===== src/flit_endpoint_settings.svh =====
`ifndef FLIT_ENDPOINT_SETTINGS_SVH
`define FLIT_ENDPOINT_SETTINGS_SVH

// Node address width
`define EP_ADDR_WIDTH 8

// Timestamp width shared by sim_time and the flit injection time
`define EP_TIME_WIDTH 16

// Virtual channels and the index that selects one
`define EP_NUM_VCS 2
`define EP_VC_WIDTH 1

// Flits held by each VC queue
`define EP_QUEUE_DEPTH 4

// Packet length field holds length minus one for 1 to 8 flits
`define EP_LEN_WIDTH 3

`endif


===== src/flit_endpoint_pkg.sv =====
`default_nettype none

`include "flit_endpoint_settings.svh"

package flit_endpoint_pkg;

    // Routing info carried in the body of a head flit
    typedef struct packed {
        logic [`EP_ADDR_WIDTH-1:0] dest;
        logic [`EP_ADDR_WIDTH-1:0] src;
    } head_info_t;

    // Head flits read the body as routing info
    // Body flits read it as a sequence number
    typedef union packed {
        head_info_t                  head;
        logic [2*`EP_ADDR_WIDTH-1:0] payload;
    } flit_body_u;

    typedef struct packed {
        logic                      head;
        logic                      tail;
        logic                      measure;
        logic [`EP_VC_WIDTH-1:0]   vc;
        logic [`EP_TIME_WIDTH-1:0] inj_time;
        flit_body_u                body;
    } flit_t;

    // Packet descriptor from the traffic source
    typedef struct packed {
        logic [`EP_ADDR_WIDTH-1:0] dest;
        logic [`EP_LEN_WIDTH-1:0]  len_m1;
        logic [`EP_VC_WIDTH-1:0]   vc;
        logic                      measure;
    } packet_desc_t;

    // Receive statistics over measured packets only
    typedef struct packed {
        logic [15:0] packets;
        logic [31:0] latency_sum;
    } ep_stats_t;

endpackage

`default_nettype wire


===== src/vc_flit_queue.sv =====
`default_nettype none

`include "flit_endpoint_settings.svh"

module vc_flit_queue (
    input  logic                     clock,
    input  logic                     reset,
    input  logic                     write,
    input  logic                     read,
    input  flit_endpoint_pkg::flit_t write_flit,
    output flit_endpoint_pkg::flit_t read_flit,
    output logic                     full,
    output logic                     empty,
    output logic                     overflow
);
    import flit_endpoint_pkg::*;

    localparam int PTR_WIDTH = $clog2(`EP_QUEUE_DEPTH);
    localparam int CNT_WIDTH = $clog2(`EP_QUEUE_DEPTH + 1);
    localparam logic [PTR_WIDTH-1:0] LAST_SLOT = PTR_WIDTH'(`EP_QUEUE_DEPTH - 1);

    flit_t                mem [`EP_QUEUE_DEPTH];
    logic [PTR_WIDTH-1:0] head_ptr;
    logic [PTR_WIDTH-1:0] tail_ptr;
    logic [CNT_WIDTH-1:0] count;
    logic                 do_write;
    logic                 do_read;

    assign full      = (count == CNT_WIDTH'(`EP_QUEUE_DEPTH));
    assign empty     = (count == '0);
    assign do_write  = write && !full;
    assign do_read   = read && !empty;
    // One-cycle pulse when a write meets a full queue and the flit is dropped
    assign overflow  = write && full;
    assign read_flit = mem[head_ptr];

    always_ff @(posedge clock)
    begin
        if (do_write)
        begin
            mem[tail_ptr] <= write_flit;
        end
    end

    always_ff @(posedge clock)
    begin
        if (reset)
        begin
            head_ptr <= '0;
            tail_ptr <= '0;
            count    <= '0;
        end
        else
        begin
            if (do_write)
            begin
                tail_ptr <= (tail_ptr == LAST_SLOT) ? '0 : tail_ptr + 1'b1;
            end
            if (do_read)
            begin
                head_ptr <= (head_ptr == LAST_SLOT) ? '0 : head_ptr + 1'b1;
            end
            // Simultaneous read and write leaves the count alone
            case ({do_write, do_read})
                2'b10:   count <= count + 1'b1;
                2'b01:   count <= count - 1'b1;
                default: count <= count;
            endcase
        end
    end

endmodule

`default_nettype wire

===== config.mk =====
export PLATFORM = sky130hd
export DESIGN_NAME = vc_flit_queue
export DESIGN_NICKNAME = d
export VERILOG_FILES = /design/src/flit_endpoint_pkg.sv /design/src/vc_flit_queue.sv
export VERILOG_INCLUDE_DIRS = /design/src
export SDC_FILE = /design/constraint.sdc
export NUM_CORES = 1
export LEC_CHECK = 0
export BUFFER_PORTS_ARGS = -buffer_cell sky130_fd_sc_hd__buf_2
export CORE_AREA = 2 2 149 151
export CTS_CLUSTER_SIZE = 8
export DETAILED_ROUTE_END_ITERATION = 10
export DIE_AREA = 0 0 151 153
export PLACE_DENSITY = 0.49
export SLEW_MARGIN = 20
export SYNTH_ARGS = -nofsm -noshare
export SYNTH_HDL_FRONTEND = slang
export SYNTH_SLANG_ARGS = --single-unit

===== constraint.sdc =====
create_clock -name clock -period 4.4 [get_ports clock]
set_input_delay 0.88 -clock clock [delete_from_list [all_inputs] [get_ports clock]]
set_output_delay 0.88 -clock clock [all_outputs]
set_load 0.1 [all_outputs]

==> reports/metrics.yaml <==
syn_avg_cell_area_um2: 23.44
post-route-min-period_ns: 3.116
syn_area_um2: 5697
path_clk_slew_ns: 0.06
netSwitchingFraction: 0.3991
period_share: 0.7081
via_per_inst: 4.234
grt_util_all_layers: 0.09908
finalHoldViolCount: 0
yosysWarnings: 0
syn_inst: 243
internal-power_uw: 3002
reg2reg_from: "count[2]$_SDFFE_PP0P_"
hp-class: "flop to flop"
ys_seq_area_frac: 0.7907
drive_gt1_frac: 0.4431
crit_type: "flop to output port"
clkLatencyLatePin_ns: 0.41
dpl.cell_count: 592
cts_resized: 0
drt_iter0_markers: 111
endpoint_kind: "output port"
yosysUniqueCellTypes: 27
finClkSkew_ns: 0.01198
p_per_area_nw_per_um2: 714.3
cts.sinks: 153
grt.overflow.total: 0
reg2reg_to: "count[2]$_SDFFE_PP0P_"
grt_max_degree: 37
start_kind: "flop"
post_cts_buffers: 0
cellLeakagePower_uw: 0.002342
r2r_slack_ns: 1.86
antenna_found_initial: 1
core_um2: 21490
stdcell_count: 623
row_count: 54
syn-num-nets: 290
synth-seq-cells: 153
comb_power_share: 0.333
n_fill_cell: 2077
ir_drop_mv: 0.4558
dpl_worst_slack_ns: 1.564
endpoint: "read_flit[15]"
setup_viol: 0
wl_mm: 10.69
io_pins: 79
clockBufferDepth: 2
fin_nets: 378
rsz0062_at_grt: "false"
drv_cap: 0
fin_util: 0.3255
slew_violations: 0
r2r_cells: 9
die_height_um: 153
cts_tree: "done"
fin_ws_ns: 1.284
cts_made_buffers: 17
slew_headroom: 0.3036
firstDrtPassIters: 4
htreeDepth: 4
status: "complete, no violations"
fin_total_pwr_uw: 4996
pwr-share-seq: 0.377
hold_buffers: 0
area_growth_pct: 22.78
gp_congestion: 0.6318
wl_per_cell_um: 17.16
crit_fanout: 36
clock-root-buffer: "clkbuf_16"
die_w_um: 151
grt_pass1_wl_mm: 16.65
via_count: 2638
start_util: 0.2651
postRouteAntennaNets: 0
io_buffer_count: 78
cp.arrival_ns: 2.24
switching_power_uw: 1994
dieArea_um2: 23100
n_antenna_cell: 0
grt_pass1_vias: 2962
required_ns: 3.52
fmax_ghz: 0.3210
setup_tns_ns: 0
post-route-drc-count: 0
worst_slew_pin_slew_ns: 1.045
pwr-share-clk: 0.290
min-delay-start: "head_ptr[0]$_SDFFE_PP0P_"
per-stage QoR:
stage                     cell area [um2]  hold WS, ns
after CTS                            6984       0.4947
final                                6994       0.4955
after detailed placement             6400       0.4796
after global placement               6372       0.4721
after floorplan                      5697       0.4634
after global routing                 6994       0.5492
critical path: stages (launching register included):
cell and delay (ns):
dfxtp_4 0.86, mux4_2 0.62, buf_2 0.31
how the worst min path moves through the flow:
| stage | to | slack, ns | cells after the start |
|---|---|---|---|
| 2_1_floorplan | flop | 0.46 | 2 |
| 3_3_place_gp | flop | 0.47 | 2 |
| 3_5_place_dp | flop | 0.48 | 2 |
| 4_1_cts | flop | 0.49 | 2 |
| 5_1_grt | flop | 0.55 | 2 |
| 6_report | flop | 0.50 | 2 |
cell type report:
cell class / count / area, um2 / share of cell area
Inverter: 8 / 30.03 / 0.004293
Clock buffer: 19 / 432.9 / 0.06190
Multi-Input combinational cell: 72 / 1100 / 0.1572
Sequential cell: 153 / 4512 / 0.6451
Clock inverter: 12 / 151.4 / 0.02165
Timing Repair Buffer: 79 / 417.9 / 0.05975
Tap cell: 280 / 350.3 / 0.05009
cell families (layout without fill, tap and decap cells):
group	Yosys count	in the layout	share of synthesized area
AOI/OAI and AO/OA	8	8	0.009225
xor gates and xnor gates	2	2	0.003075
adders and majority gates	7	7	0.01669
buffers and inverters	18	118	0.01757
DFF	153	153	0.7907
muxes	37	37	0.1441
and+or+nand+nor	18	18	0.01867
state kept, by name, indices dropped and copies added, names as in the netlist, named ones only:
| register | count |
|---|---|
| count | 3 |
| head_ptr | 2 |
| mem | 144 |
| tail_ptr | 2 |
cells in the mapped netlist:
cell | count | area share
inv_1 | 8 | 0.0053
ha_1 | 6 | 0.013
edfxtp_1 | 144 | 0.76
nor3_1 | 2 | 0.0018
nand3_1 | 2 | 0.0018
and3_2 | 4 | 0.0053
and2_4 | 1 | 0.0015
o21ai_0 | 1 | 0.00088
fa_1 | 1 | 0.0035
buf_1 | 2 | 0.0013
buf_2 | 2 | 0.0018
o31ai_1 | 1 | 0.0013
mux4_2 | 36 | 0.14
and2_1 | 1 | 0.0011
nand2_1 | 1 | 0.00066
xor2_1 | 2 | 0.0031
clkbuf_1 | 2 | 0.0013
or3b_1 | 1 | 0.0015
mux2i_1 | 1 | 0.0018
a21o_1 | 1 | 0.0013
o31ai_2 | 1 | 0.0022
a21oi_1 | 4 | 0.0035
or3_1 | 1 | 0.0011
buf_6 | 4 | 0.0079
dfxtp_1 | 9 | 0.032
or3_2 | 1 | 0.0013
nor2_1 | 4 | 0.0026
power by group through the flow:
stage	clock network [uW]	logic [uW]	registers, uW
final	1450	1660	1890
after global routing	1550	1730	1920
after CTS	1490	1680	1900
after detailed placement	0	1680	1930
after global placement	0	1660	1930
after floorplan	0	1530	1810
routing by layer:
layer / global-route usage / vias to the layer above / wire length [um]
met5: 0 / - / 13
met4: 0.04272 / 2 / 168
met3: 0.02836 / 14 / 479
met2: 0.1600 / 59 / 5142
met1: 0.1241 / 1378 / 4883
li1: - / 1185 / -
cells in the final DEF, fill, tap and decap left out, drive strengths merged:
master	count
clkinv	4
a21oi	4
buf	79
fa	1
o21ai	1
edfxtp	144
xor2	2
bufinv	3
a21o	1
dfxtp	9
mux4	36
inv	9
and3	4
nor2	4
and2	2
nand2	1
nand3	2
clkbuf	19
mux2i	1
clkinvlp	4
or3	2
or3b	1
ha	6
nor3	2
o31ai	2
No activity file was read; power rests on OpenSTA's default activity.
