[src/flit_endpoint_settings.svh]
`ifndef FLIT_ENDPOINT_SETTINGS_SVH
`define FLIT_ENDPOINT_SETTINGS_SVH

// Node address width
`define EP_ADDR_WIDTH 8

// Timestamp width shared by sim_time and the flit injection time
`define EP_TIME_WIDTH 16

// Virtual channels and the index that selects one
`define EP_NUM_VCS 2
`define EP_VC_WIDTH 1

// Flits held by each VC queue
`define EP_QUEUE_DEPTH 4

// Packet length field holds length minus one for 1 to 8 flits
`define EP_LEN_WIDTH 3

`endif

[src/flit_endpoint_pkg.sv]
`default_nettype none

`include "flit_endpoint_settings.svh"

package flit_endpoint_pkg;

    // Routing info carried in the body of a head flit
    typedef struct packed {
        logic [`EP_ADDR_WIDTH-1:0] dest;
        logic [`EP_ADDR_WIDTH-1:0] src;
    } head_info_t;

    // Head flits read the body as routing info
    // Body flits read it as a sequence number
    typedef union packed {
        head_info_t                  head;
        logic [2*`EP_ADDR_WIDTH-1:0] payload;
    } flit_body_u;

    typedef struct packed {
        logic                      head;
        logic                      tail;
        logic                      measure;
        logic [`EP_VC_WIDTH-1:0]   vc;
        logic [`EP_TIME_WIDTH-1:0] inj_time;
        flit_body_u                body;
    } flit_t;

    // Packet descriptor from the traffic source
    typedef struct packed {
        logic [`EP_ADDR_WIDTH-1:0] dest;
        logic [`EP_LEN_WIDTH-1:0]  len_m1;
        logic [`EP_VC_WIDTH-1:0]   vc;
        logic                      measure;
    } packet_desc_t;

    // Receive statistics over measured packets only
    typedef struct packed {
        logic [15:0] packets;
        logic [31:0] latency_sum;
    } ep_stats_t;

endpackage

`default_nettype wire

[src/packet_injector.sv]
`default_nettype none

`include "flit_endpoint_settings.svh"

module packet_injector #(
    parameter logic [`EP_ADDR_WIDTH-1:0] node_address = '0
) (
    input  logic                             clock,
    input  logic                             reset,
    input  logic [`EP_TIME_WIDTH-1:0]        sim_time,
    input  flit_endpoint_pkg::packet_desc_t  packet,
    input  logic                             packet_valid,
    output logic                             packet_request,
    input  logic [`EP_NUM_VCS-1:0]           queue_full,
    output flit_endpoint_pkg::flit_t         inj_flit,
    output logic [`EP_NUM_VCS-1:0]           inj_write
);
    import flit_endpoint_pkg::*;

    typedef enum logic {
        st_idle,
        st_sending
    } state_t;

    state_t                    state;
    packet_desc_t              desc;
    logic [`EP_TIME_WIDTH-1:0] inj_time;
    logic [`EP_LEN_WIDTH-1:0]  seq;
    logic                      first_flit;
    logic                      last_flit;
    logic                      flit_written;

    assign packet_request = (state == st_idle);
    assign first_flit     = (seq == '0);
    assign last_flit      = (seq == desc.len_m1);
    assign flit_written   = |inj_write;

    // Only the queue of the packet's VC is written and only when it has room
    always_comb
    begin
        for (int v = 0; v < `EP_NUM_VCS; v++)
        begin
            inj_write[v] = (state == st_sending) && (desc.vc == v) && !queue_full[v];
        end
    end

    always_comb
    begin
        inj_flit          = '0;
        inj_flit.head     = first_flit;
        inj_flit.tail     = last_flit;
        inj_flit.measure  = desc.measure;
        inj_flit.vc       = desc.vc;
        inj_flit.inj_time = inj_time;
        if (first_flit)
        begin
            inj_flit.body.head.dest = desc.dest;
            inj_flit.body.head.src  = node_address;
        end
        else
        begin
            inj_flit.body.payload[`EP_LEN_WIDTH-1:0] = seq;
        end
    end

    // Descriptor and acceptance time hold for the whole packet
    always_ff @(posedge clock)
    begin
        if (packet_request && packet_valid)
        begin
            desc     <= packet;
            inj_time <= sim_time;
        end
    end

    always_ff @(posedge clock)
    begin
        if (reset)
        begin
            state <= st_idle;
            seq   <= '0;
        end
        else
        begin
            case (state)
                st_idle:
                begin
                    if (packet_valid)
                    begin
                        state <= st_sending;
                        seq   <= '0;
                    end
                end
                st_sending:
                begin
                    // A full queue simply holds the current flit
                    if (flit_written)
                    begin
                        seq <= seq + 1'b1;
                        if (last_flit)
                        begin
                            state <= st_idle;
                        end
                    end
                end
                default:
                begin
                    state <= st_idle;
                end
            endcase
        end
    end

endmodule

`default_nettype wire

[config.mk]
export PLATFORM = sky130hd
export DESIGN_NAME = packet_injector
export DESIGN_NICKNAME = d
export VERILOG_FILES = /design/src/flit_endpoint_pkg.sv /design/src/packet_injector.sv
export VERILOG_INCLUDE_DIRS = /design/src
export SDC_FILE = /design/constraint.sdc
export NUM_CORES = 1
export LEC_CHECK = 0
export ABC_AREA = 1
export BUFFER_PORTS_ARGS = -buffer_cell sky130_fd_sc_hd__buf_2
export CAP_MARGIN = 20
export CORE_MARGIN = 2
export CORE_UTILIZATION = 46
export CTS_CLUSTER_SIZE = 24
export DETAILED_ROUTE_END_ITERATION = 8
export HOLD_SLACK_MARGIN = 0.12
export PLACE_DENSITY = 0.89
export SYNTH_ARGS = -nofsm -noshare
export SYNTH_HDL_FRONTEND = slang
export SYNTH_SLANG_ARGS = --single-unit
[constraint.sdc]
create_clock -name clock -period 4.4 [get_ports clock]
set_input_delay 0.22 -clock clock [delete_from_list [all_inputs] [get_ports clock]]
set_output_delay 0.22 -clock clock [all_outputs]
set_load 0.005 [all_outputs]
==> metrics, run 1 <==
H-tree depth 2; area leader, netlist edfxtp_1; post-synth top area share 0.6660; Boundary Pins 73; post-synthesis register bit count 33; Placer Congestion between 0.6 and 0.7; die area 0.003285 mm²; CTS tree built; Layout Utilization 0.7355; initial antenna violation count 0; pwr dens about 340 mW/mm²; Root Buffer clkbuf_4; Syn Area/Cell about 12 µm²; Clk Latency, worst-skew pair between 300 and 400 ps; 1st-iter DRT viols between 40 and 50; CTS sink count 33; DR WL/cell ~15 µm; Die Wd about 57 µm; Critical R2R Launch state$_SDFF_PP0_; Die H between 50 and 60 µm; Setup TNS 0 ps; Hold EP inj_time[0]$_DFFE_PP_; sequential area share after synthesis 0.7273; via/cell ratio about 4.7; Critical Path RT approximately 4600 ps; Leakage Power 0.0009729 µW; startpoint types flop; area grow syn2layout 53.78%; Congestion Overflow GR 0; Total Nets Final between 200 and 250; clock period minus worst slack roughly 1800 ps; Synth area leaders edfxtp_1, inv_1, dfxtp_1; Syn. warnings 0; commonest cells in the netlist edfxtp_1, inv_1, nor2_1, buf_4, nand2_1; WL final ~3.5 mm; layout cells sized above 1 0.3768; Max VDD drop 0.0003348 V; Synth Cell Area about 0.0013 mm²; FF+latch area 950.9 µm²; Slew headroom 0.4906; max-slew violations 0; crit-path max cell delay ~630 ps; WS Path Type reg2reg; final hold violation count 0; design area roughly 0.0020 mm²; ANT cells 0; Slowest-stage cell, CP nor2_2; Placement Cell Area ~0.0016 mm²; most frequent cell after synthesis edfxtp_1; cell mode on critical path nor2_2; first-pass GRT wire length about 5.4 mm; RSZ-0062 raised after global routing no; final setup fails 0; fill cell count ~160; Min-Delay Path Class in2reg; CP Capture Type flop; core area around 0.0027 mm²; via count 1,120; flop2flop setup slack 2620 ps; Synth Instances 107; Worst-path clk slew 110 ps; area of the multi-input gates approximately 210 µm²; Fmax ~0.56 GHz; status complete, no violations; r2r endpoint seq[2]$_SDFFE_PP0P_; Detail Route Antenna Nets 0; gr usage total 0.2326; Synth Flop Type edfxtp_1; PostCTS Resize Cnt 0; hold depth 3; post-route DRC violation count 0; Netlist cell types 16; First-pass DRT Iterations 6; Post-synth EDFFs 29; Port Buffer Count 67; part of the cycle the worst path needs 0.4055; Hold Startpoint packet_valid; Starting Density 0.4783; vias in the first global route around 1,200; crit path cell chain nor2_2 > buf_4 > nor2_2 > o21ai_0 > nor2_1; site row count 19; asr flop ratio synth 0; clk_skew 13.22 ps; crit path max fanout 17; Longest Clk Path Bufs 2; DP Wirelength 1.727 mm; WP data arrival just under 2000 ps; TritonCTS Buffers 5; FF-to-FF path depth 5; Worst Max-Slew Pin Slew ~760 ps; largest net degree at the start of global routing 18; max_cap viols 0
-- where the power goes --
part	internal (µW)	switching (µW)
combinational	48.9	43.8
clock	118	101
sequential	363	8.10
-- layout make-up --
| class | instances | area share |
|---|---|---|
| Inverter | 24 | 0.04480 |
| Clock buffer | 6 | 0.02054 |
| Tap cell | 31 | 0.01929 |
| Clock inverter | 2 | 0.01680 |
| Sequential cell | 33 | 0.4729 |
| Timing Repair Buffer | 98 | 0.3199 |
| Multi-Input combinational cell | 44 | 0.1058 |
-- worst max-delay path by stage --
| stage | from | cells past startpoint | to |
|---|---|---|---|
| finish | state$_SDFF_PP0_ | 5 | seq[2]$_SDFFE_PP0P_ |
| global route | state$_SDFF_PP0_ | 5 | seq[2]$_SDFFE_PP0P_ |
| CTS | seq[0]$_SDFFE_PP0P_ | 6 | inj_flit[1] |
| detailed placement | state$_SDFF_PP0_ | 5 | seq[2]$_SDFFE_PP0P_ |
| global placement | state$_SDFF_PP0_ | 5 | seq[2]$_SDFFE_PP0P_ |
| floorplan | state$_SDFF_PP0_ | 4 | seq[2]$_SDFFE_PP0P_ |
-- metrics by stage --
step / hold WS, ps / total power [µW] / cells / setup slack [ps]
after floorplan: 289.1 / 410.9 / 111 / 2265
after global placement: 396.3 / 441.5 / 200 / 2780
after detailed placement: 398.1 / 443.0 / 200 / 2742
after CTS: 352.3 / 668.9 / 238 / 2687
after global routing: 406.6 / 706.1 / 238 / 2424
final: 393.8 / 683.0 / 238 / 2616
-- worst max-delay path, delay by kind of cell, from the launching register on --
kind | cells | cell delay [ps]
AOI/OAI and AO/OA | 1 | 150
and+or+nand+nor | 3 | 790
buffers and inverters | 1 | 370
DFF | 1 | 370
-- state kept, by name (all words and copies together), names as in the netlist --
register	flops
inj_time	16
seq	3
inj_flit	2
state	1
desc	11
-- logic make-up (layout without fill, tap and decap cells) --
family | after synthesis | in the layout | share of synthesized area
AND/OR/NAND/NOR | 29 | 29 | 0.09378
AO/OA/AOI/OAI | 7 | 7 | 0.02679
other | 1 | 5 | 0.002868
flip-flops | 33 | 33 | 0.7273
buffers and inverters | 34 | 130 | 0.1234
adder cells (fa/ha/maj) | 2 | 2 | 0.01914
XOR/XNOR | 1 | 1 | 0.006700
-- cell usage in the layout, fill, tap and decap left out --
cell           count
nor2_1            12
nand3_1            3
buf_4              1
xnor2_1            1
ha_1               2
nand2_1            9
and2_1             1
a21oi_1            5
clkinv_1           1
inv_1             24
edfxtp_1          29
dfxtp_1            4
bufinv_16          1
buf_2             67
nand2_2            2
nor2_2             2
clkbuf_1           1
conb_1             5
clkbuf_4           5
dlygate4sd3_1     30
o21ai_0            2
-- metal layers --
metal,share of wire,GRT usage
met5,0,0
met1,0.35,0.2706
met3,0.14,0.09297
met2,0.46,0.3547
met4,0.052,0.1561
-- what timing repair did --
item	CTS	global route
setup buffers	0	0
hold buffers	30	0
hold endpoints to repair	31	0
(Power assumes the default switching activity.)
==> run 2: changes to the inputs <==
--- a/config.mk
+++ b/config.mk
@@ -10,11 +10,11 @@
 export BUFFER_PORTS_ARGS = -buffer_cell sky130_fd_sc_hd__buf_2
 export CAP_MARGIN = 20
 export CORE_MARGIN = 2
-export CORE_UTILIZATION = 46
+export CORE_UTILIZATION = 39
 export CTS_CLUSTER_SIZE = 24
 export DETAILED_ROUTE_END_ITERATION = 8
 export HOLD_SLACK_MARGIN = 0.12
-export PLACE_DENSITY = 0.89
+export PLACE_DENSITY = 0.81
 export SYNTH_ARGS = -nofsm -noshare
 export SYNTH_HDL_FRONTEND = slang
 export SYNTH_SLANG_ARGS = --single-unit
==> constraint.sdc (replaced) <==
create_clock -name clock -period 1.55 [get_ports clock]
set_input_delay 0.0775 -clock clock [delete_from_list [all_inputs] [get_ports clock]]
set_output_delay 0.0775 -clock clock [all_outputs]
set_load 0.005 [all_outputs]
==> metrics, run 2 (synthesis results as in run 1) <==
Leakage Power roughly 0.00098 µW; Congestion Overflow GR 0; Detail Route Antenna Nets 0; clock period minus worst slack around 1400 ps; largest reg by FF count inj_time; Placement Cell Area 0.001667 mm²; Fmax approximately 0.70 GHz; DP Wirelength around 1.9 mm; CTS sink count 33; via count ~1,100; RSZ-0062 raised after global routing no; Max VDD drop ~0.00074 V; final hold violation count 0; first-pass GRT wire length 4.167 mm; setup slack at placement 377.7 ps; pwr dens slightly below 900 mW/mm²; startpoint types flop; 1st-iter DRT viols 10; Die Wd 61.90 µm; part of the cycle the worst path needs 0.9226; gr usage total 0.1586; First-pass DRT Iterations 5; DR WL/cell between 10 and 15 µm; largest net degree at the start of global routing 20; Longest Clk Path Bufs 2; Placer Congestion ~0.7; CTS tree built; final setup margin between 100 and 150 ps; Worst-path clk slew around 100 ps; max reg flops 16; Hold WS roughly 180 ps; Port Buffer Count 67; CP Capture Type primary output; H-tree depth 2; Total Nets Final roughly 240; ANT cells 0; FF+latch area approximately 950 µm²; TritonCTS Buffers 5; Die H 61.90 µm; core area about 0.0033 mm²; area grow syn2layout 55.79%; max-slew violations 0; layout cells sized above 1 0.4019; Critical Path RT between 1000 and 1500 ps; via/cell ratio 4.122; Clk Latency, worst-skew pair 320 ps; vias in the first global route 1,021; most common cell after layout, fill and taps aside buf_2; design area a little over 0.002 mm²; status complete, no violations; Setup TNS 0 ps; Boundary Pins 73; fill cell count 264; Starting Density 0.3981; area of the multi-input gates roughly 220 µm²; site row count 21; die area between 0.003 and 0.004 mm²; WL final around 2.9 mm; Root Buffer clkbuf_4; Top Registers inj_time: 16 flops, desc: 11 flops, seq: 3 flops; initial antenna violation count 0; clk_skew ~5 ps; WP data arrival about 1400 ps; final setup fails 0; crit path max fanout 9; WS Path Type reg2out; most frequent cells in the layout buf_2, dlygate4sd3_1, edfxtp_1; post-route DRC violation count 0; Min-Delay Path Class in2reg; max_cap viols 0
-- run 2: layer usage --
layer | share of wire | track usage
met5 | 0 | 0
met4 | 0.0074 | 0.09119
met3 | 0.12 | 0.08075
met2 | 0.52 | 0.2632
met1 | 0.36 | 0.1603
-- run 2: path summary, 6_finish.rpt --
check,startpoint,end,slack [ps],depth (start not counted)
worst min-delay path,packet_valid,seq[1]$_SDFFE_PP0P_,180,6
worst max-delay path,seq[0]$_SDFFE_PP0P_,inj_flit[0],120,6
worst min register to register,seq[0]$_SDFFE_PP0P_,seq[0]$_SDFFE_PP0P_,450,1
worst max register to register,state$_SDFF_PP0_,seq[2]$_SDFFE_PP0P_,420,5
-- run 2: metrics by stage --
step	power [µW]	utilization	cells
floorplan	1168	-	111
global placement	1260	0.5074	216
detailed placement	1266	0.5074	216
CTS	1755	0.6156	254
global route	1855	0.6202	255
finish	1763	0.6202	255
-- run 2: timing repair --
action,4_1_cts,5_1_grt
resized for setup,0,3
endpoints found under the hold margin,33,0
hold buffers,30,0
endpoints found under the setup margin,0,3
buffers inserted,0,1
-- run 2: layout make-up --
type	instances	area share
timing repair buffer	100	0.3231
clock buffer	5	0.01843
sequential	33	0.4681
clock inverter	3	0.008600
tap	46	0.02826
multi-input combinational	44	0.1093
inverter	24	0.04423
-- run 2: power by group --
part           switching (µW)  leakage (µW)  internal (µW)
logic                     118      0.000635            146
registers                19.5      0.000311           1030
clock network             280     0.0000310            171
total                     417      0.000977           1350
-- run 2: worst max-delay path: stages (launching register included) --
cell	delay, ps
dfxtp_2	360
inv_1	70
ha_1	230
nand2_4	110
inv_1	70
nor2_1	80
buf_2	110
